===== config.mk =====
export PLATFORM = sky130hd
export DESIGN_NAME = l2c_init_fifo_pe
export DESIGN_NICKNAME = d
export VERILOG_FILES = /design/src/hw/l2c_pkg.sv /design/src/hw/l2c_init_fifo_pe.sv
export SDC_FILE = /design/constraint.sdc
export NUM_CORES = 2
export LEC_CHECK = 0
export BUFFER_PORTS_ARGS = -buffer_cell sky130_fd_sc_hd__buf_4
export CORE_MARGIN = 1
export CORE_UTILIZATION = 30
export DETAILED_ROUTE_END_ITERATION = 8
export PLACE_DENSITY_LB_ADDON = 0.15
export SETUP_SLACK_MARGIN = 0.3
export SYNTH_ARGS = -nofsm -noshare
export SYNTH_HDL_FRONTEND = slang
export SYNTH_SLANG_ARGS = --single-unit

===== constraint.sdc =====
create_clock -name clk -period 13.6 [get_ports clk]
set_input_delay 2.72 -clock clk [delete_from_list [all_inputs] [get_ports clk]]
set_output_delay 2.72 -clock clk [all_outputs]
set_load 0.01 [all_outputs]

===== src/hw/l2c_pkg.sv =====
// l2c tile init shared definitions
// layer codes, slot count, word width, register map and field positions

package l2c_pkg;

    localparam int L2C_WORD_W   = 32;
    localparam int L2C_NUM_SLOT = 32;

    // codes 2 and 3 are not supported by the sequencer
    typedef enum logic [1:0] {
        LAYER_POINTWISE = 2'd0,
        LAYER_DEPTHWISE = 2'd1
    } layer_type_e;

    // register word indices on wb_adr_i
    localparam logic [7:0] REG_CTRL       = 8'h00;
    localparam logic [7:0] REG_IFMAP_BASE = 8'h01;
    localparam logic [7:0] REG_IPSUM_BASE = 8'h02;
    localparam logic [7:0] REG_BIAS_BASE  = 8'h03;
    localparam logic [7:0] REG_OPSUM_BASE = 8'h04;
    localparam logic [7:0] REG_TILE_N     = 8'h05;
    localparam logic [7:0] REG_GEOM       = 8'h06;
    localparam logic [7:0] REG_ON_REAL    = 8'h07;

    // 32-word readback windows into the address table
    localparam logic [7:0] TBL_IFMAP = 8'h20;
    localparam logic [7:0] TBL_IPSUM = 8'h40;
    localparam logic [7:0] TBL_OPSUM = 8'h60;

    // ctrl word
    localparam int CTRL_START_BIT = 0;
    localparam int CTRL_BIAS_BIT  = 1;
    localparam int CTRL_LAYER_LSB = 2;
    localparam int CTRL_BUSY_BIT  = 8;
    localparam int CTRL_DONE_BIT  = 9;

    // geom word
    localparam int GEOM_IN_C_LSB  = 0;
    localparam int GEOM_PAD_R_LSB = 8;
    localparam int GEOM_PAD_L_LSB = 10;

endpackage


===== src/hw/l2c_init_fifo_pe.sv =====
`timescale 1ns/1ns
// l2c fifo and pe init sequencer
// holds the fifos in reset while a two-stage pipeline walks every slot
// and writes the ifmap, ipsum and opsum base addresses to the table

module l2c_init_fifo_pe #(
    parameter int NUM_SLOT = l2c_pkg::L2C_NUM_SLOT
) (
    input  logic                           clk,
    input  logic                           rst_n,
    input  logic                           start_i,
    input  logic [1:0]                     layer_type_i,
    input  logic                           is_bias_i,
    input  logic [l2c_pkg::L2C_WORD_W-1:0] ifmap_base_i,
    input  logic [l2c_pkg::L2C_WORD_W-1:0] ipsum_base_i,
    input  logic [l2c_pkg::L2C_WORD_W-1:0] bias_base_i,
    input  logic [l2c_pkg::L2C_WORD_W-1:0] opsum_base_i,
    input  logic [l2c_pkg::L2C_WORD_W-1:0] tile_n_i,
    input  logic [l2c_pkg::L2C_WORD_W-1:0] on_real_i,
    input  logic [7:0]                     in_c_i,
    input  logic [1:0]                     pad_r_i,
    input  logic [1:0]                     pad_l_i,
    output logic                           busy_o,
    output logic                           fifo_reset_o,
    output logic                           wr_en_o,
    output logic [$clog2(NUM_SLOT)-1:0]    wr_slot_o,
    output logic [l2c_pkg::L2C_WORD_W-1:0] ifmap_addr_o,
    output logic [l2c_pkg::L2C_WORD_W-1:0] ipsum_addr_o,
    output logic [l2c_pkg::L2C_WORD_W-1:0] opsum_addr_o
);
    import l2c_pkg::*;

    localparam int SLOT_W = $clog2(NUM_SLOT);
    // depthwise uses whole channels of three rows only
    localparam int DW_CH  = NUM_SLOT / 3;

    logic                  accept;
    logic                  busy_q;
    logic                  walk_q;
    logic [SLOT_W-1:0]     slot_q;
    logic [SLOT_W-1:0]     ch_q;
    logic [1:0]            row_q;
    logic [L2C_WORD_W-1:0] in_c_w;
    logic [L2C_WORD_W-1:0] row_w;
    logic [L2C_WORD_W-1:0] ch_idx;
    logic [L2C_WORD_W-1:0] row_idx;

    logic                  dw_q;
    logic                  supported_q;
    logic [L2C_WORD_W-1:0] if_base_q;
    logic [L2C_WORD_W-1:0] ip_base_q;
    logic [L2C_WORD_W-1:0] op_base_q;
    logic [L2C_WORD_W-1:0] if_ch_step_q;
    logic [L2C_WORD_W-1:0] ip_ch_step_q;
    logic [L2C_WORD_W-1:0] op_ch_step_q;
    logic [L2C_WORD_W-1:0] if_row_step_q;
    logic [L2C_WORD_W-1:0] ps_row_step_q;

    logic                  s1_vld_q;
    logic                  s1_keep_q;
    logic [SLOT_W-1:0]     s1_slot_q;
    logic [L2C_WORD_W-1:0] s1_if_ch_q;
    logic [L2C_WORD_W-1:0] s1_ip_ch_q;
    logic [L2C_WORD_W-1:0] s1_op_ch_q;
    logic [L2C_WORD_W-1:0] s1_if_row_q;
    logic [L2C_WORD_W-1:0] s1_ps_row_q;

    assign accept = start_i && !busy_q;
    assign in_c_w = L2C_WORD_W'(in_c_i);
    assign row_w  = in_c_w + L2C_WORD_W'(pad_r_i) + L2C_WORD_W'(pad_l_i);

    // snapshot, resolve ipsum base and the per-channel and per-row steps.
    // pointwise has a zero row step, so the channel index is the slot
    always_ff @(posedge clk) begin
        if (accept) begin
            dw_q        <= (layer_type_i == LAYER_DEPTHWISE);
            supported_q <= (layer_type_i == LAYER_POINTWISE) ||
                           (layer_type_i == LAYER_DEPTHWISE);
            if_base_q   <= ifmap_base_i;
            ip_base_q   <= is_bias_i ? bias_base_i : ipsum_base_i;
            op_base_q   <= opsum_base_i;
            if (layer_type_i == LAYER_DEPTHWISE) begin
                if_ch_step_q  <= tile_n_i * row_w;
                ip_ch_step_q  <= tile_n_i * in_c_w;
                op_ch_step_q  <= on_real_i * in_c_w;
                if_row_step_q <= row_w;
                ps_row_step_q <= in_c_w;
            end else begin
                if_ch_step_q  <= tile_n_i;
                ip_ch_step_q  <= tile_n_i;
                op_ch_step_q  <= on_real_i;
                if_row_step_q <= '0;
                ps_row_step_q <= '0;
            end
        end
    end

    // slot walk with channel and row kept alongside
    always_ff @(posedge clk or negedge rst_n) begin
        if (!rst_n) begin
            busy_q <= 1'b0;
            walk_q <= 1'b0;
            slot_q <= '0;
            ch_q   <= '0;
            row_q  <= '0;
        end else if (accept) begin
            busy_q <= 1'b1;
            walk_q <= 1'b1;
            slot_q <= '0;
            ch_q   <= '0;
            row_q  <= '0;
        end else begin
            // busy ends with the write of the last slot
            if (wr_en_o && (wr_slot_o == SLOT_W'(NUM_SLOT - 1))) begin
                busy_q <= 1'b0;
            end
            if (walk_q) begin
                slot_q <= slot_q + 1'b1;
                walk_q <= (slot_q != SLOT_W'(NUM_SLOT - 1));
                if (row_q == 2'd2) begin
                    row_q <= 2'd0;
                    ch_q  <= ch_q + 1'b1;
                end else begin
                    row_q <= row_q + 1'b1;
                end
            end
        end
    end

    always_ff @(posedge clk or negedge rst_n) begin
        if (!rst_n) begin
            s1_vld_q <= 1'b0;
            wr_en_o  <= 1'b0;
        end else begin
            s1_vld_q <= walk_q;
            wr_en_o  <= s1_vld_q;
        end
    end

    assign ch_idx  = dw_q ? L2C_WORD_W'(ch_q) : L2C_WORD_W'(slot_q);
    assign row_idx = L2C_WORD_W'(row_q);

    // stage 1, channel and row offset terms
    always_ff @(posedge clk) begin
        s1_slot_q   <= slot_q;
        s1_keep_q   <= supported_q && (!dw_q || (int'(ch_q) < DW_CH));
        s1_if_ch_q  <= ch_idx * if_ch_step_q;
        s1_ip_ch_q  <= ch_idx * ip_ch_step_q;
        s1_op_ch_q  <= ch_idx * op_ch_step_q;
        s1_if_row_q <= row_idx * if_row_step_q;
        s1_ps_row_q <= row_idx * ps_row_step_q;
    end

    // stage 2, add the bases and zero the unused slots
    always_ff @(posedge clk) begin
        wr_slot_o    <= s1_slot_q;
        ifmap_addr_o <= s1_keep_q ? if_base_q + s1_if_ch_q + s1_if_row_q : '0;
        ipsum_addr_o <= s1_keep_q ? ip_base_q + s1_ip_ch_q + s1_ps_row_q : '0;
        opsum_addr_o <= s1_keep_q ? op_base_q + s1_op_ch_q + s1_ps_row_q : '0;
    end

    assign busy_o       = busy_q;
    assign fifo_reset_o = busy_q;

endmodule


; ---- After elaboration in Yosys (flattened, before gate mapping)
; Cells that the tools add are included.
[word_totals]
register_bits = 541
input_bits = 210
out_inout_bits = 104
[op_classes]
n_addsub = 11
multipliers = 8
n_lt_le_gt_ge = 1
n_eq_ne = 4
n_mux = 17
n_reduce_logical = 12
[op_table]
columns = cell, n
row1 = adder 32 bit, 6
row2 = two-way mux 32 bit, 4
row3 = multiplier 5 x 32 -> 32 bit, 3
row4 = multiplier 2 x 32 -> 32 bit, 2
row5 = multiplier 32 x 8 -> 32 bit, 2
row6 = multiplier 32 x 10 -> 32 bit, 1
row7 = two-way mux 5 bit, 6
row8 = "adder 5 x 1 -> 5 bit, second input constant", 2
row9 = adder 9 x 2 -> 10 bit, 1
row10 = adder 8 x 2 -> 9 bit, 1
row11 = two-way mux 2 bit, 3
row12 = nonzero test 2 bit, 3
row13 = "== test 5 bit, second input constant", 1
row14 = "less-than comparator 5 x 4 -> 1 bit, second input constant", 1
row15 = "!= test 5 bit, second input constant", 1
row16 = two-way mux 1 bit, 4
row17 = logical AND 1 bit, 3
row18 = "adder 2 x 1 -> 2 bit, second input constant", 1
row19 = "== test 2 x 1 -> 1 bit, second input constant", 1
row20 = "== test 2 bit, second input constant", 1
row21 = zero test 1 bit, 2
row22 = zero test 2 bit, 1
row23 = logical OR 1 bit, 2
row24 = AND reduction 2 bit, 1

; ---- Depth between registers and ports, before layout
[depth]
word_depth = 4
ltp_mapped = 31

; ---- Least setup slack after synthesis
; OpenSTA, ideal clock, no wires.
[synth_timing]
path_kind = input to register
start = in in_c_i[1]
end = reg if_ch_step_q[30], data pin
setup_time_ps = 264
t_arrival_ps = 9947
t_required_ps = 13336
setup_slack_ps = 3388
stages = 30
n_path_buf = 2
cell_sequence = clkbuf_1 > inv_1 > fa_1 > inv_1 > ha_1 > inv_1 > fa_1 > nor2_1 > xnor2_1 > clkbuf_1 > nand2b_1 > fa_1 > fa_1 > inv_1 > fa_1 > fa_1 > inv_1 > fa_1 > inv_1 > ha_1 > or3_4 > o221ai_2 > o21bai_2 > o31ai_2 > a41o_1 > a41o_1 > or4_1 > a31oi_1 > xor2_1 > o21ai_1
[synth_via]
elab_chain_cells = 4
[synth_lines]
columns = element, line_no
row1 = start: declaration, l2c_init_fifo_pe.sv:20  ; input logic [7:0] in_c_i,
row2 = adder 8 x 2 -> 9 bit, l2c_init_fifo_pe.sv:70  ; assign row_w = in_c_w + L2C_WORD_W'(pad_r_i) + L2C_WORD_W'(pad_l_i);
row3 = adder 9 x 2 -> 10 bit, l2c_init_fifo_pe.sv:70
row4 = multiplier 32 x 10 -> 32 bit, l2c_init_fifo_pe.sv:83  ; if_ch_step_q <= tile_n_i * row_w;
row5 = two-way mux 32 bit, l2c_init_fifo_pe.sv:82  ; if (layer_type_i == LAYER_DEPTHWISE) begin
row6 = end signal: assignment, l2c_init_fifo_pe.sv:83
row7 = end signal: assignment, l2c_init_fifo_pe.sv:89  ; if_ch_step_q <= tile_n_i;
row8 = end: declaration, l2c_init_fifo_pe.sv:53  ; logic [L2C_WORD_W-1:0] if_ch_step_q;
; No other way between the ends.
; A chain may end at the register's enable or synchronous reset.

; ---- Final worst setup path
; Ends and elaborated chain as after synthesis.

==> qor.csv <==
stage;metric;value;unit
outcome;status;finished, final reports clean;
timing;clock.fmax;97.94;MHz
global_route;grt_pass1_wl;233100;µm
timing;rsz0062_at_grt;no;
placement;port_buffers;313;
worst_setup_path;crit_required;13.97;ns
timing;hold_viol;0;
routing;drtPass1Iterations;6;
power_and_ir_drop;power.leakage;27.22;nW
synthesis;syn_area;52630;µm²
die;initial_utilization;30.25;%
synthesis;syn_avg_cell_area;9.456;µm²
global_route;antenna_found_initial;13;
global_route;grt_overflow;0;
synthesis;synth_area_leaders;fa_1 30%, edfxtp_1 12%, ha_1 10%, dfxtp_1 8.5%, nand2_1 5.8%;
timing;worstMarginPinSlew;1.078;ns
routing;ant_nets;0;
synthesis;synth_seq_cells;451;
global_route;grt_usage;16.87;%
die;chipHeight;420.9;µm
synthesis;synthDominantCellAreaShare;29.52;%
timing;skew;0.03761;ns
power_and_ir_drop;ir_worst_vdd;0.0001581;V
placement;hpwl;114100;µm
worst_setup_path;crit_fanout;28;
placement;place.gp.congestion;0.8371;
routing;routed_wl;146900;µm
clock_network;postCtsResizedCells;0;
timing;slew-limit-headroom;28.16;%
timing;finalMaxSlewViolations;0;
worst_setup_path;rrSetupSlack;6.66;ns
routing;via_per_inst;4.699;
synthesis;async_flop_share;3.548;%
synthesis;synth.distinct_cells;73;
clock_network;cts.sinks;451;
clock_network;cts_buffers;55;
layout;fillers;17973;
global_route;grt_pass1_vias;40694;
worst_setup_path;startpoint;in_c_i[1];
worst_setup_path;rr_worst_depth;17;
worst_setup_path;worstSetupStartpointType;input port;
clock_network;tritoncts;built;
timing;min_period;10.21;ns
global_route;grt_start_max_net_pins;94;
power_and_ir_drop;power_density;265.3;nW/µm²
routing;drt-initial-drc-count;1918;
synthesis;synth_top_area_cell;fa_1;
synthesis;ys_seq_area_share;21.32;%
layout;layout-drive-gt1-share;8.654;%
die;die_w;420.9;µm
synthesis;yosys_warnings;0;
clock_network;holdBufCountCts;0;
timing;fin_crit_sh;75.07;%
worst_setup_path;crit_slowest_cell;fa_1;
clock_network;cts_setup_buffers;0;
die;io_pins;314;
worst_setup_path;r2r-end;s1_ip_ch_q[31];
clock_network;clk_latency;0.67;ns
worst_setup_path;worstSetupPathType;in -> reg;
layout;syn2layout_area_growth;12.34;%
synthesis;synth_edf_count;211;
clock_network;clkSlewWorstSetupHoldPaths;0.06;ns
layout;fin_nets;7150;
worst_setup_path;worstSetupEndpoint;if_ch_step_q[30];
die;core;174000;µm²
die;rows;153;
routing;vias;38158;
layout;fin_util;33.98;%
worst_setup_path;reg2reg_from;dw_q;
clock_network;ctsHtreeMaxLevel;2;
worst_setup_path;crit_arrival;10.58;ns
timing;finalSetupViolCount;0;
synthesis;synth_flop_cell;dfxtp_1;
clock_network;cts_buffer_depth;3;
routing;drc;0;
worst_setup_path;critPathMaxStageDelay;0.55;ns
die;die-area;177100;µm²
job;cap_viol_max_count;0;
synthesis;synthesis.nets;6974;
worst_setup_path;end_kind;register;
min_path;min_path_type;reg -> reg;
worst_setup_path;cp_common_cell;fa_1;
clock_network;clock-root-buffer;clkbuf_16;
timing;setup-tns-final;0;ns
routing;wl_per_cell;18.09;µm
synthesis;syn_inst;5566;
-- cells in the mapped netlist (110+ instances only) --
| cell | number |
|---|---|
| nand2_1 | 819 |
| fa_1 | 776 |
| inv_1 | 691 |
| and2_1 | 466 |
| ha_1 | 422 |
| dfxtp_1 | 224 |
| a21oi_1 | 211 |
| edfxtp_1 | 211 |
| nor2_1 | 207 |
| clkbuf_1 | 195 |
| o21ai_0 | 191 |
| xnor2_1 | 187 |
| nor2b_1 | 130 |
| a21o_1 | 110 |
-- worst min-delay path by stage --
stage,startpoint,endpoint,slack [ns],cells after the start
after CTS,s1_slot_q[4],wr_slot_o[4],0.33,0
after detailed placement,s1_slot_q[4],wr_slot_o[4],0.31,0
after floorplan,s1_slot_q[0],wr_slot_o[0],0.31,0
final,s1_slot_q[4],wr_slot_o[4],0.33,0
after global routing,s1_slot_q[4],wr_slot_o[4],0.33,0
after global placement,s1_slot_q[1],wr_slot_o[1],0.31,0
-- layout by cell type, fill, tap and decap left out, types with 41 or more instances in the layout --
| master | n |
|---|---|
| o21a_1 | 43 |
| and2_1 | 466 |
| fa_1 | 776 |
| xnor2_1 | 182 |
| nand2b_1 | 70 |
| nand2_1 | 818 |
| buf_4 | 346 |
| clkbuf_16 | 55 |
| xor2_1 | 108 |
| a211oi_1 | 41 |
| inv_1 | 688 |
| nor3_1 | 47 |
| edfxtp_1 | 211 |
| ha_1 | 422 |
| nor2b_1 | 130 |
| dfxtp_1 | 224 |
| a21o_1 | 110 |
| nor2_1 | 207 |
| o21ai_0 | 191 |
| a21oi_1 | 211 |
-- flip-flops by register name, summed over array words and instances (netlist names), 8 cells and up --
name and flops:
if_base_q 32, if_ch_step_q 32, ifmap_addr_o 32, ip_base_q 32, ip_ch_step_q 32, ipsum_addr_o 32, op_base_q 32, op_ch_step_q 32
opsum_addr_o 32, s1_if_ch_q 32, s1_ip_ch_q 32, s1_op_ch_q 32, s1_if_row_q 11, s1_ps_row_q 10, if_row_step_q 9, ps_row_step_q 8
-- where the power goes --
part	switching (mW)	internal, mW	total (mW)
combinational	6.86	5.15	12.0
clock	0.636	0.839	1.47
sequential	0.238	1.96	2.20
total	7.74	7.95	15.7
-- layer usage --
layer | GRT usage (%) | vias to the layer above | routed length [µm]
met2 | 27.46 | 603 | 67330
li1 | - | 18208 | -
met5 | 0 | - | 0
met3 | 2.416 | 139 | 6181
met1 | 23.36 | 19208 | 70110
met4 | 4.364 | 0 | 3274
-- metrics by stage --
step	power [mW]	instances	area (µm²)	worst slack, ns	hold slack, ns
final	15.69	8120	59130	3.390	0.3284
after global routing	17.58	8120	59130	3.064	0.3338
after CTS	15.89	8114	59110	3.428	0.3286
after detailed placement	14.29	8010	57330	2.715	0.3136
after global placement	14.27	8010	57330	2.777	0.3107
after floorplan	11.34	5566	52630	3.388	0.3096
-- area by class of cell --
class                      instances  area [µm²]  area share [%]
multi-input combinational       4197       38000           64.28
sequential                       451       11220           18.98
tap                             2325        2909           4.920
inverter                         691        2601           4.399
timing repair buffer             346        2597           4.393
clock buffer                      68        1445           2.444
clock inverter                    36       334.1          0.5650
antenna                            6       15.01         0.02539
-- cells by family (layout without fill, tap and decap cells) --
logic type	after synthesis	after routing	synth area share (%)
and+or+nand+nor	1874	1874	17.29
adders and majority gates	1198	1198	39.55
buffers and inverters	918	1141	6.557
AOI/OAI and AO/OA	789	789	9.505
DFF	451	451	21.32
xor gates and xnor gates	295	295	4.909
muxes	41	41	0.8677
other	0	6	0
-- worst max-delay path, delay by kind of cell --
family	cells	cell delay (ns)
buffers and inverters	8	0.98
adder cells (fa/ha/maj)	9	3.95
AND/OR/NAND/NOR	4	1.20
XOR/XNOR	2	0.28
AO/OA/AOI/OAI	7	1.40
No activity file was read; power rests on OpenSTA's default activity.
