--- src/hw/l2c_pkg.sv ---
// l2c tile init shared definitions
// layer codes, slot count, word width, register map and field positions

package l2c_pkg;

    localparam int L2C_WORD_W   = 32;
    localparam int L2C_NUM_SLOT = 32;

    // codes 2 and 3 are not supported by the sequencer
    typedef enum logic [1:0] {
        LAYER_POINTWISE = 2'd0,
        LAYER_DEPTHWISE = 2'd1
    } layer_type_e;

    // register word indices on wb_adr_i
    localparam logic [7:0] REG_CTRL       = 8'h00;
    localparam logic [7:0] REG_IFMAP_BASE = 8'h01;
    localparam logic [7:0] REG_IPSUM_BASE = 8'h02;
    localparam logic [7:0] REG_BIAS_BASE  = 8'h03;
    localparam logic [7:0] REG_OPSUM_BASE = 8'h04;
    localparam logic [7:0] REG_TILE_N     = 8'h05;
    localparam logic [7:0] REG_GEOM       = 8'h06;
    localparam logic [7:0] REG_ON_REAL    = 8'h07;

    // 32-word readback windows into the address table
    localparam logic [7:0] TBL_IFMAP = 8'h20;
    localparam logic [7:0] TBL_IPSUM = 8'h40;
    localparam logic [7:0] TBL_OPSUM = 8'h60;

    // ctrl word
    localparam int CTRL_START_BIT = 0;
    localparam int CTRL_BIAS_BIT  = 1;
    localparam int CTRL_LAYER_LSB = 2;
    localparam int CTRL_BUSY_BIT  = 8;
    localparam int CTRL_DONE_BIT  = 9;

    // geom word
    localparam int GEOM_IN_C_LSB  = 0;
    localparam int GEOM_PAD_R_LSB = 8;
    localparam int GEOM_PAD_L_LSB = 10;

endpackage

--- src/hw/l2c_cfg_regs.sv ---
`timescale 1ns/1ns
// l2c configuration registers
// wishbone classic slave holding the tile configuration and the ctrl word,
// issues the start pulse and reads back the base address table

module l2c_cfg_regs (
    input  logic                           clk,
    input  logic                           rst_n,
    input  logic                           wb_cyc_i,
    input  logic                           wb_stb_i,
    input  logic                           wb_we_i,
    input  logic [7:0]                     wb_adr_i,
    input  logic [l2c_pkg::L2C_WORD_W-1:0] wb_dat_i,
    input  logic [3:0]                     wb_sel_i,
    output logic [l2c_pkg::L2C_WORD_W-1:0] wb_dat_o,
    output logic                           wb_ack_o,
    output logic                           start_o,
    output logic [1:0]                     layer_type_o,
    output logic                           is_bias_o,
    output logic [l2c_pkg::L2C_WORD_W-1:0] ifmap_base_o,
    output logic [l2c_pkg::L2C_WORD_W-1:0] ipsum_base_o,
    output logic [l2c_pkg::L2C_WORD_W-1:0] bias_base_o,
    output logic [l2c_pkg::L2C_WORD_W-1:0] opsum_base_o,
    output logic [l2c_pkg::L2C_WORD_W-1:0] tile_n_o,
    output logic [l2c_pkg::L2C_WORD_W-1:0] on_real_o,
    output logic [7:0]                     in_c_o,
    output logic [1:0]                     pad_r_o,
    output logic [1:0]                     pad_l_o,
    input  logic                           busy_i,
    output logic [1:0]                     rd_kind_o,
    output logic [4:0]                     rd_slot_o,
    input  logic [l2c_pkg::L2C_WORD_W-1:0] rd_data_i
);
    import l2c_pkg::*;

    logic                  req;
    logic                  busy_q;
    logic                  done_q;
    logic [L2C_WORD_W-1:0] rd_word;

    // new request only while no ack is out, so ack stays one cycle wide.
    // wb_sel_i is not decoded, every access is a full word
    assign req = wb_cyc_i && wb_stb_i && !wb_ack_o;

    always_ff @(posedge clk or negedge rst_n) begin
        if (!rst_n) begin
            wb_ack_o <= 1'b0;
            start_o  <= 1'b0;
            busy_q   <= 1'b0;
            done_q   <= 1'b0;
        end else begin
            wb_ack_o <= req;
            start_o  <= req && wb_we_i && (wb_adr_i == REG_CTRL) &&
                        wb_dat_i[CTRL_START_BIT] && !busy_i;
            busy_q   <= busy_i;
            // sticky done on the falling edge of busy
            if (busy_q && !busy_i) begin
                done_q <= 1'b1;
            end
            if (start_o) begin
                done_q <= 1'b0;
            end
        end
    end

    always_ff @(posedge clk or negedge rst_n) begin
        if (!rst_n) begin
            layer_type_o <= '0;
            is_bias_o    <= 1'b0;
            ifmap_base_o <= '0;
            ipsum_base_o <= '0;
            bias_base_o  <= '0;
            opsum_base_o <= '0;
            tile_n_o     <= '0;
            on_real_o    <= '0;
            in_c_o       <= '0;
            pad_r_o      <= '0;
            pad_l_o      <= '0;
        end else if (req && wb_we_i) begin
            case (wb_adr_i)
                REG_CTRL: begin
                    is_bias_o    <= wb_dat_i[CTRL_BIAS_BIT];
                    layer_type_o <= wb_dat_i[CTRL_LAYER_LSB +: 2];
                end
                REG_IFMAP_BASE: ifmap_base_o <= wb_dat_i;
                REG_IPSUM_BASE: ipsum_base_o <= wb_dat_i;
                REG_BIAS_BASE:  bias_base_o  <= wb_dat_i;
                REG_OPSUM_BASE: opsum_base_o <= wb_dat_i;
                REG_TILE_N:     tile_n_o     <= wb_dat_i;
                REG_ON_REAL:    on_real_o    <= wb_dat_i;
                REG_GEOM: begin
                    in_c_o  <= wb_dat_i[GEOM_IN_C_LSB +: 8];
                    pad_r_o <= wb_dat_i[GEOM_PAD_R_LSB +: 2];
                    pad_l_o <= wb_dat_i[GEOM_PAD_L_LSB +: 2];
                end
                default: ;
            endcase
        end
    end

    // table window decode, kind 3 means no table hit
    always_comb begin
        case (wb_adr_i & 8'he0)
            TBL_IFMAP: rd_kind_o = 2'd0;
            TBL_IPSUM: rd_kind_o = 2'd1;
            TBL_OPSUM: rd_kind_o = 2'd2;
            default:   rd_kind_o = 2'd3;
        endcase
    end

    assign rd_slot_o = wb_adr_i[4:0];

    always_comb begin
        rd_word = '0;
        case (wb_adr_i)
            REG_CTRL: begin
                rd_word[CTRL_BIAS_BIT]       = is_bias_o;
                rd_word[CTRL_LAYER_LSB +: 2] = layer_type_o;
                rd_word[CTRL_BUSY_BIT]       = busy_i;
                rd_word[CTRL_DONE_BIT]       = done_q;
            end
            REG_IFMAP_BASE: rd_word = ifmap_base_o;
            REG_IPSUM_BASE: rd_word = ipsum_base_o;
            REG_BIAS_BASE:  rd_word = bias_base_o;
            REG_OPSUM_BASE: rd_word = opsum_base_o;
            REG_TILE_N:     rd_word = tile_n_o;
            REG_ON_REAL:    rd_word = on_real_o;
            REG_GEOM: begin
                rd_word[GEOM_IN_C_LSB +: 8]  = in_c_o;
                rd_word[GEOM_PAD_R_LSB +: 2] = pad_r_o;
                rd_word[GEOM_PAD_L_LSB +: 2] = pad_l_o;
            end
            // table returns 0 outside its windows
            default: rd_word = rd_data_i;
        endcase
    end

    always_ff @(posedge clk or negedge rst_n) begin
        if (!rst_n) begin
            wb_dat_o <= '0;
        end else if (req && !wb_we_i) begin
            wb_dat_o <= rd_word;
        end
    end

endmodule

--- config.mk ---
export PLATFORM = sky130hd
export DESIGN_NAME = l2c_cfg_regs
export DESIGN_NICKNAME = d
export VERILOG_FILES = /design/src/hw/l2c_pkg.sv /design/src/hw/l2c_cfg_regs.sv
export SDC_FILE = /design/constraint.sdc
export NUM_CORES = 1
export LEC_CHECK = 0
export ABC_CLOCK_PERIOD_IN_PS = 2500
export BUFFER_PORTS_ARGS = -buffer_cell sky130_fd_sc_hd__buf_4
export CORE_MARGIN = 2
export CORE_UTILIZATION = 52
export CTS_CLUSTER_SIZE = 30
export DETAILED_ROUTE_END_ITERATION = 7
export GPL_TIMING_DRIVEN = 0
export HOLD_SLACK_MARGIN = 0.05
export PLACE_DENSITY_LB_ADDON = 0.25
export REMOVE_ABC_BUFFERS = 1
export SETUP_SLACK_MARGIN = 0.1
export SLEW_MARGIN = 20
export SYNTH_ARGS = -nofsm -noshare
export SYNTH_HDL_FRONTEND = slang
export SYNTH_SLANG_ARGS = --single-unit
--- constraint.sdc ---
create_clock -name clk -period 2.5 [get_ports clk]
set_clock_uncertainty 0.15 [all_clocks]
set_input_delay 0.5 -clock clk [delete_from_list [all_inputs] [get_ports clk]]
set_output_delay 0.5 -clock clk [all_outputs]
set_load 0.02 [all_outputs]
# After elaboration in Yosys (flattened, before gate mapping)

Cells that the tools add are included.

Muxes and demuxes: 9
Equal/unequal tests: 10
Reductions and logical operators: 22

Operators by type and width:

| operator             | number |
|---|---|
| $pmux W20 S7         | 1 |
| $eq A8 B3 Y1 const B | 4 |
| $pmux W2 S8          | 2 |
| $pmux W4 S8          | 1 |
| $pmux W3 S8          | 1 |
| $eq A8 B2 Y1 const B | 2 |
| $reduce_and A2 Y1    | 8 |
| $eq A8 B1 Y1 const B | 1 |
| $logic_and A1 B1 Y1  | 8 |
| $logic_not A8 Y1     | 1 |
| $pmux W1 S8          | 1 |
| $eq A3 B2 Y1 const B | 2 |
| $pmux W2 S3          | 1 |
| $eq A3 B1 Y1 const B | 1 |
| $logic_not A1 Y1     | 3 |
| $mux W1              | 2 |
| $reduce_bool A2 Y1   | 1 |
| $reduce_or A2 Y1     | 1 |

Output and inout port bits: 248
Register bits: 243

# Longest topological paths before layout

Gate-level depths: netlist (run 1).

Depth after elaboration: 6
Gate-level depth with buffers: 8
Gate-level depth less buffers: 4

# Least setup slack after synthesis (run 1)

OpenSTA, ideal clock, no wires.

Kind: reg2reg
Start point: register wb_ack_o
End point: register in_c_o[0]
Library setup time: 0.128 ns
Setup slack: 0.404 ns
Path buffers: 1
Period minus slack after synthesis: 2.096 ns
Data arrival time: 1.818 ns
Stages on the path, launching flop included: 6
Cell sequence: dfrtp_1 and4b_1 nand3_4 nor3_4 buf_4 mux2_1

Longest elaborated chain between the ends: 4

Ends and longest elaborated chain:

| item                        | RTL line           | text |
|---|---|---|
| start, declared             | l2c_cfg_regs.sv:16 | `output logic wb_ack_o,` |
| start signal, assigned      | l2c_cfg_regs.sv:52 | `wb_ack_o <= req;` |
| $logic_not A1 Y1            | l2c_cfg_regs.sv:43 | `assign req = wb_cyc_i && wb_stb_i && !wb_ack_o;` |
| $logic_and A1 B1 Y1         | l2c_cfg_regs.sv:43 |  |
| $logic_and A1 B1 Y1         | l2c_cfg_regs.sv:79 | `end else if (req && wb_we_i) begin` |
| $reduce_and A2 Y1 (no line) | -                  |  |
| end signal, assigned        | l2c_cfg_regs.sv:92 | `in_c_o <= wb_dat_i[GEOM_IN_C_LSB +: 8];` |
| end, declared               | l2c_cfg_regs.sv:26 | `output logic [7:0] in_c_o,` |

No other way between the ends.
A chain may end at the register's enable or synchronous reset.

# Final worst setup path (run 1)

Start point: register wb_ack_o
End point: register ifmap_base_o[24] (netlist bit)

Longest elaborated chain between the ends: 4

Ends and longest elaborated chain:

| item                        | RTL line           | text |
|---|---|---|
| $logic_not A1 Y1            | l2c_cfg_regs.sv:43 |  |
| $logic_and A1 B1 Y1         | l2c_cfg_regs.sv:43 |  |
| $logic_and A1 B1 Y1         | l2c_cfg_regs.sv:79 |  |
| $reduce_and A2 Y1 (no line) | -                  |  |
| end signal, assigned        | l2c_cfg_regs.sv:85 | `REG_IFMAP_BASE: ifmap_base_o <= wb_dat_i;` |
| end, declared               | l2c_cfg_regs.sv:20 | `output logic [l2c_pkg::L2C_WORD_W-1:0] ifmap_base_o,` |

No other way between the ends.

==> summary.txt, run 1 <==
status = finished clean
Die X-Extent = 151.1 µm
Worst path max stage delay = 0.52 ns
Hold Path Stages = 2
Max Slew Vio Count = 0
fillers = 1549
Comb pwr share = 12.2%
clock power share = 40.8%
hpwl dp = 21.87 mm
Die Area = 22820 µm²
area grow syn2layout = 32.25%
vias in the first global route = 8902
1st-iter DRT viols = 485
DRC viols = 0
via density per instance = 5.972
WL/cell = 24.15 µm
PwrDens = 597.8 nW/µm²
CTS buffer count = 26
leading area contributor after synthesis = dfrtp_1
Multi-input gate area = 4748 µm²
WL final = 35.29 mm
hold_ws = 0.09033 ns
row count = 53
clock slew at reported path FFs = 0.06 ns
GRT overflow = 0
register area = 6081 µm²
setup tns final = 0 ns
total track usage = 30.41%
clk_lat worst skew = 0.52 ns
routed vias = 8725
type of the most critical hold path = primary input to flip-flop
Final ANT Viol Nets = 0
crit path max fanout = 13
maximum clock path buffer count = 3
Post-Synthesis Cells = 860
worst-path cell chain = and4b_4 > nand3_4 > nor2b_4 > buf_4 > buf_16 > mux2_1
total core area = 21150 µm²
Pre-antenna DRT Iters = 4
yosys warns = 0
Switching Fraction = 25.27%
Worst Reg2Reg Path Length in Cells = 6
CP required = 2.75 ns
Crit Reg-Reg Endpoint = ifmap_base_o[24]
CP Class = flip-flop to flip-flop
H-tree lvl count = 1
clock sink total = 243
GP Congestion = 0.8021
GR peak layer = met2
endpoints failing hold = 0
nets = 1254
met2 Use GR = 49.20%
post-route clock period utilization = 94.30%
max-cap check violation count = 0
Startpoint Class = flip-flop
hold endpoint = bias_base_o[18]
Slew HR = 31.65%
critical path endpoint category = flip-flop
dpl ws = -1.437 ns
Finished Core Util = 70.31%
endpoints failing setup = 0
largest net degree at the start of global routing = 99
crit-path leading delay family = simple AND/OR/NAND/NOR gates
Yosys top cell area share = 54.07%
#FFs+latches synth = 243
fraction of layout cells with a size suffix above 1 = 47.98%
PortBufs = 325
diode count = 0
sequential cell area fraction in the yosys report = 54.07%
Root Buffer Master = clkbuf_16
Register-to-Register Setup Slack = 0.14 ns
Starting Density = 53.16%
M3 GR Usage = 9.488%
LEAKAGE = 7.511 nW
Worst VDD drop = 0.5967 mV
antenna violations before repair = 0
Period minus WS final = 2.357 ns
reg2reg start = wb_ack_o
die height = 151.1 µm
hold_sp = wb_dat_i[18]
Reg power frac = 47.0%
Internal = 6.644 mW
dominant cells by area after synthesis = dfrtp_1, mux2_2, mux2_1
fmax = 0.4242 GHz
worst path bufs/invs = 2
I/O pin count = 330
worst-margin pin slew = 1.025 ns
synthesized area = 11250 µm²
setup ws final = 0.1426 ns
crit path DAT = 2.60 ns
slowest cell on the critical path = and4b_4
TritonCTS clock tree = yes
Switch Pwr = 2.247 mW
Syn Area/Cell = 13.08 µm²
grt met1 use = 39.75%
post-synthesis cell type count = 45
RSZ-0062 raised after global routing = false
global-route wire length before repair = 52.45 mm
[stage by stage]
stage / cell area, µm² / instances / total power, mW
finish: 14870 / 1461 / 8.891
CTS: 14830 / 1458 / 8.946
global placement: 13550 / 1390 / 5.269
floorplan: 10760 / 790 / 4.653
detailed placement: 13840 / 1402 / 5.311
global route: 14870 / 1461 / 9.188
[final cells by class]
type | count | area share, %
inverters | 3 | 0.07571
multi-input cells | 547 | 31.93
flip-flops and latches | 243 | 40.89
repair buffers | 351 | 19.42
clock inverters | 6 | 0.2019
well taps | 275 | 2.313
clock buffers | 36 | 5.174
[routing by layer]
layer	share of wire [%]	vias to the layer above
met1	41	4421
met4	2.8	0
met5	0	-
met3	10	71
li1	-	3800
met2	46	433
[flip-flops by register name, indices dropped and copies added, names as in the netlist, 8 cells and up]
signal	flops
wb_dat_o	32
tile_n_o	32
on_real_o	32
in_c_o	8
ipsum_base_o	32
opsum_base_o	32
ifmap_base_o	32
bias_base_o	32
[cell families after synthesis]
group / count (synthesis) / share of synthesized area (%)
AO/OA/AOI/OAI: 168 / 9.479
multiplexers: 246 / 24.53
flip-flops: 243 / 54.07
AND/OR/NAND/NOR: 129 / 7.432
buffers and inverters: 73 / 4.406
XOR/XNOR: 1 / 0.07790
[worst max path at each step]
| stage | startpoint | to | slack [ns] | cells past startpoint |
|---|---|---|---|---|
| after floorplan | wb_adr_i[5] | ifmap_base_o[0] | -1.20 | 4 |
| after global placement | wb_adr_i[0] | ifmap_base_o[0] | -4.40 | 4 |
| after detailed placement | wb_adr_i[1] | bias_base_o[31] | -1.44 | 6 |
| after CTS | wb_adr_i[1] | ipsum_base_o[13] | 0.13 | 4 |
| after global routing | wb_ack_o | ifmap_base_o[19] | 0.12 | 6 |
| final | wb_ack_o | ifmap_base_o[24] | 0.14 | 6 |
[placed cells by master, fill, tap and decap left out, drive strengths merged, types with 9 or more instances in the layout]
cell type	n
clkbuf	36
buf	349
a31oi	21
nand2b	29
mux2	207
o21ai	40
o22ai	23
nand2	40
nand3	25
a22o	20
a21oi	39
dfrtp	243
mux2i	36
nor4	9
[power groups by stage]
| stage | clock, mW | sequential (mW) | combinational (mW) |
|---|---|---|---|
| 2_1_floorplan | 0 | 4.42 | 0.235 |
| 3_3_place_gp | 0 | 4.24 | 1.03 |
| 3_5_place_dp | 0 | 4.25 | 1.06 |
| 4_1_cts | 3.68 | 4.18 | 1.09 |
| 5_1_grt | 3.83 | 4.19 | 1.16 |
| 6_report | 3.63 | 4.18 | 1.09 |
[synth_stat cells (all sizes together)]
cell / count
dfrtp: 243
mux2: 207
buf: 55
nand2: 40
o21ai: 40
a21oi: 39
mux2i: 36
nand2b: 29
nand3: 23
o22ai: 23
a31oi: 21
a22o: 20
clkbuf: 15
nor4: 9
a211oi: 7
a32o: 7
or3b: 7
a22oi: 5
nor2: 5
nor2b: 4
a221oi: 3
and2: 3
inv: 3
mux4: 3
o221a: 3
and3: 2
nor4b: 2
and4b: 1
and4bb: 1
nor3: 1
nor3b: 1
or3: 1
xor2: 1
[repair_timing]
action                     CTS  global route
setup buffers               10             2
hold buffers                 2             0
cloned                       2             1
gates resized for setup      8             3
pin swaps                    5             0
hold endpoints to repair    55             0
setup endpoints to repair  236            50
Note: power is estimated with default switching activity, not from simulation.
==> run 2, diff against run 1 <==
Settings changed: CELL_PAD_IN_SITES_DETAIL_PLACEMENT set to 0, CELL_PAD_IN_SITES_GLOBAL_PLACEMENT set to 1, CORE_UTILIZATION 52 to 37.
==> run 2 against run 1 <==
Sequential share of layout area fell by 1.0 points. Combinational power about the same. First-iteration DRC count down 21%. Core utilization fell by 19 points. Clock power grew 13%. Critical path type unchanged. Critical endpoint is now ifmap_base_o[10].
==> summary.txt, run 2 (synthesis gave the netlist of run 1 again) <==
CTS buffer count = 28
GP Congestion = 0.7309
Startpoint Class = flip-flop
total track usage = 23.63%
worst-path cell chain = and4b_4 > nand3_4 > buf_4 > nor2b_4 > buf_12 > mux2_1
1st-iter DRT viols = 385
nets = 1270
worst path bufs/invs = 2
via density per instance = 5.411
slowest cell on the critical path = and4b_4
Die X-Extent = 178.3 µm
PortBufs = 325
global-route wire length before repair = 56.15 mm
CP Class = flip-flop to flip-flop
I/O pin count = 330
worst-margin pin slew = 0.9814 ns
most common cell after layout, fill and taps aside = buf_4
Period minus WS final = 2.344 ns
Final ANT Viol Nets = 0
endpoints failing hold = 0
vias in the first global route = 8692
H-tree lvl count = 1
GRT overflow = 0
clock sink total = 243
area grow syn2layout = 35.68%
hpwl dp = 23.32 mm
routed vias = 8642
Worst path max stage delay = 0.52 ns
commonest non-fill, non-tap cells in the layout = buf_4, dfrtp_1, mux2_2, mux2_1
Slew HR = 34.57%
die height = 178.3 µm
total power = 9.409 mW
Pre-antenna DRT Iters = 5
WL/cell = 24.19 µm
type of the most critical hold path = primary input to flip-flop
maximum clock path buffer count = 3
post-route clock period utilization = 93.76%
PwrDens = 616.6 nW/µm²
largest net degree at the start of global routing = 97
endpoints failing setup = 0
setup tns final = 0 ns
max-cap check violation count = 0
clk_lat worst skew = 0.54 ns
TritonCTS clock tree = yes
status = finished clean
crit path DAT = 2.61 ns
crit-path leading delay family = simple AND/OR/NAND/NOR gates
Max Slew Vio Count = 0
critical path endpoint category = flip-flop
fmax = 0.4266 GHz
row count = 63
diode count = 0
fraction of layout cells with a size suffix above 1 = 47.80%
Die Area = 31810 µm²
CP required = 2.76 ns
WL final = 38.64 mm
clock slew at reported path FFs = 0.06 ns
LEAKAGE = 7.621 nW
Worst VDD drop = 0.5430 mV
Register-to-Register Setup Slack = 0.16 ns
crit path max fanout = 16
total core area = 29800 µm²
RSZ-0062 raised after global routing = true
Starting Density = 37.74%
antenna violations before repair = 0
Root Buffer Master = clkbuf_16
DRC viols = 0
-- run 2: cell count changes in the layout (fill, tap and decap cells not counted), sizes merged --
cell / before / now
buf: 349 / 354
bufinv: 0 / 2
inv: 3 / 4
dlygate4sd3: 2 / 10
clkinv: 6 / 3
clkbuf: 36 / 43
and4bb: 2 / 3
-- run 2: final cells by class --
cell class / count / area [µm²]
inverters: 3 / 11.26
multi-input cells: 548 / 4761
repair buffers: 364 / 2995
flip-flops and latches: 243 / 6081
well taps: 390 / 488.0
fillers: 2728 / 14540
clock inverters: 6 / 83.83
clock buffers: 43 / 838.3
-- run 2: worst paths after layout --
| path | cells after the start | start | end |
|---|---|---|---|
| max | 6 | wb_ack_o | ifmap_base_o[10] |
| min | 2 | wb_dat_i[26] | bias_base_o[26] |
| max reg2reg | 6 | wb_ack_o | ifmap_base_o[10] |
| min reg2reg | 1 | start_o | done_q |
| max in group asynchronous | 3 | rst_n | tile_n_o[22] |
| min in group asynchronous | 2 | rst_n | is_bias_o |
-- run 2: where the power goes --
group          internal (mW)  switching [mW]  leakage [nW]  total [mW]
Combinational          0.453           0.653          3.87        1.11
Sequential              4.08           0.101          3.30        4.18
Clock                   2.49            1.62         0.454        4.12
-- run 2: stage by stage --
stage / cell area, µm² / instances / util [%] / hold WS (ns) / setup WS [ns]
after floorplan: 10760 / 790 / - / 0.05441 / -1.198
after global placement: 13690 / 1505 / 45.94 / 0.2863 / -5.036
after detailed placement: 13970 / 1517 / 46.88 / 0.2876 / -1.401
after CTS: 15180 / 1591 / 50.95 / 0.05076 / 0.02883
after global routing: 15260 / 1597 / 51.21 / 0.06587 / 0.1038
final: 15260 / 1597 / 51.21 / 0.07516 / 0.1560
-- run 2: worst reg2reg max path, stage by stage, from the launching register on --
cell and delay [ns]:
dfrtp_1 0.49, and4b_4 0.52, nand3_4 0.14, buf_4 0.18, nor2b_4 0.17, buf_12 0.21
mux2_1 0.36
-- run 2: layer usage --
layer / vias up / GRT usage [%] / wire length, µm
met2: 324 / 37.15 / 17420
met3: 53 / 6.586 / 3007
met4: 0 / 5.386 / 741
met1: 4420 / 32.50 / 17470
met5: - / 0 / 0
li1: 3845 / - / -
-- run 2: repair_timing --
item / CTS / global route
setup buffers: 12 / 5
hold buffers: 10 / 0
resized for setup: 5 / 3
setup endpoints to repair: 232 / 63
hold endpoints to repair: 74 / 0
pin swaps: 6 / 2
gates cloned: 3 / 1
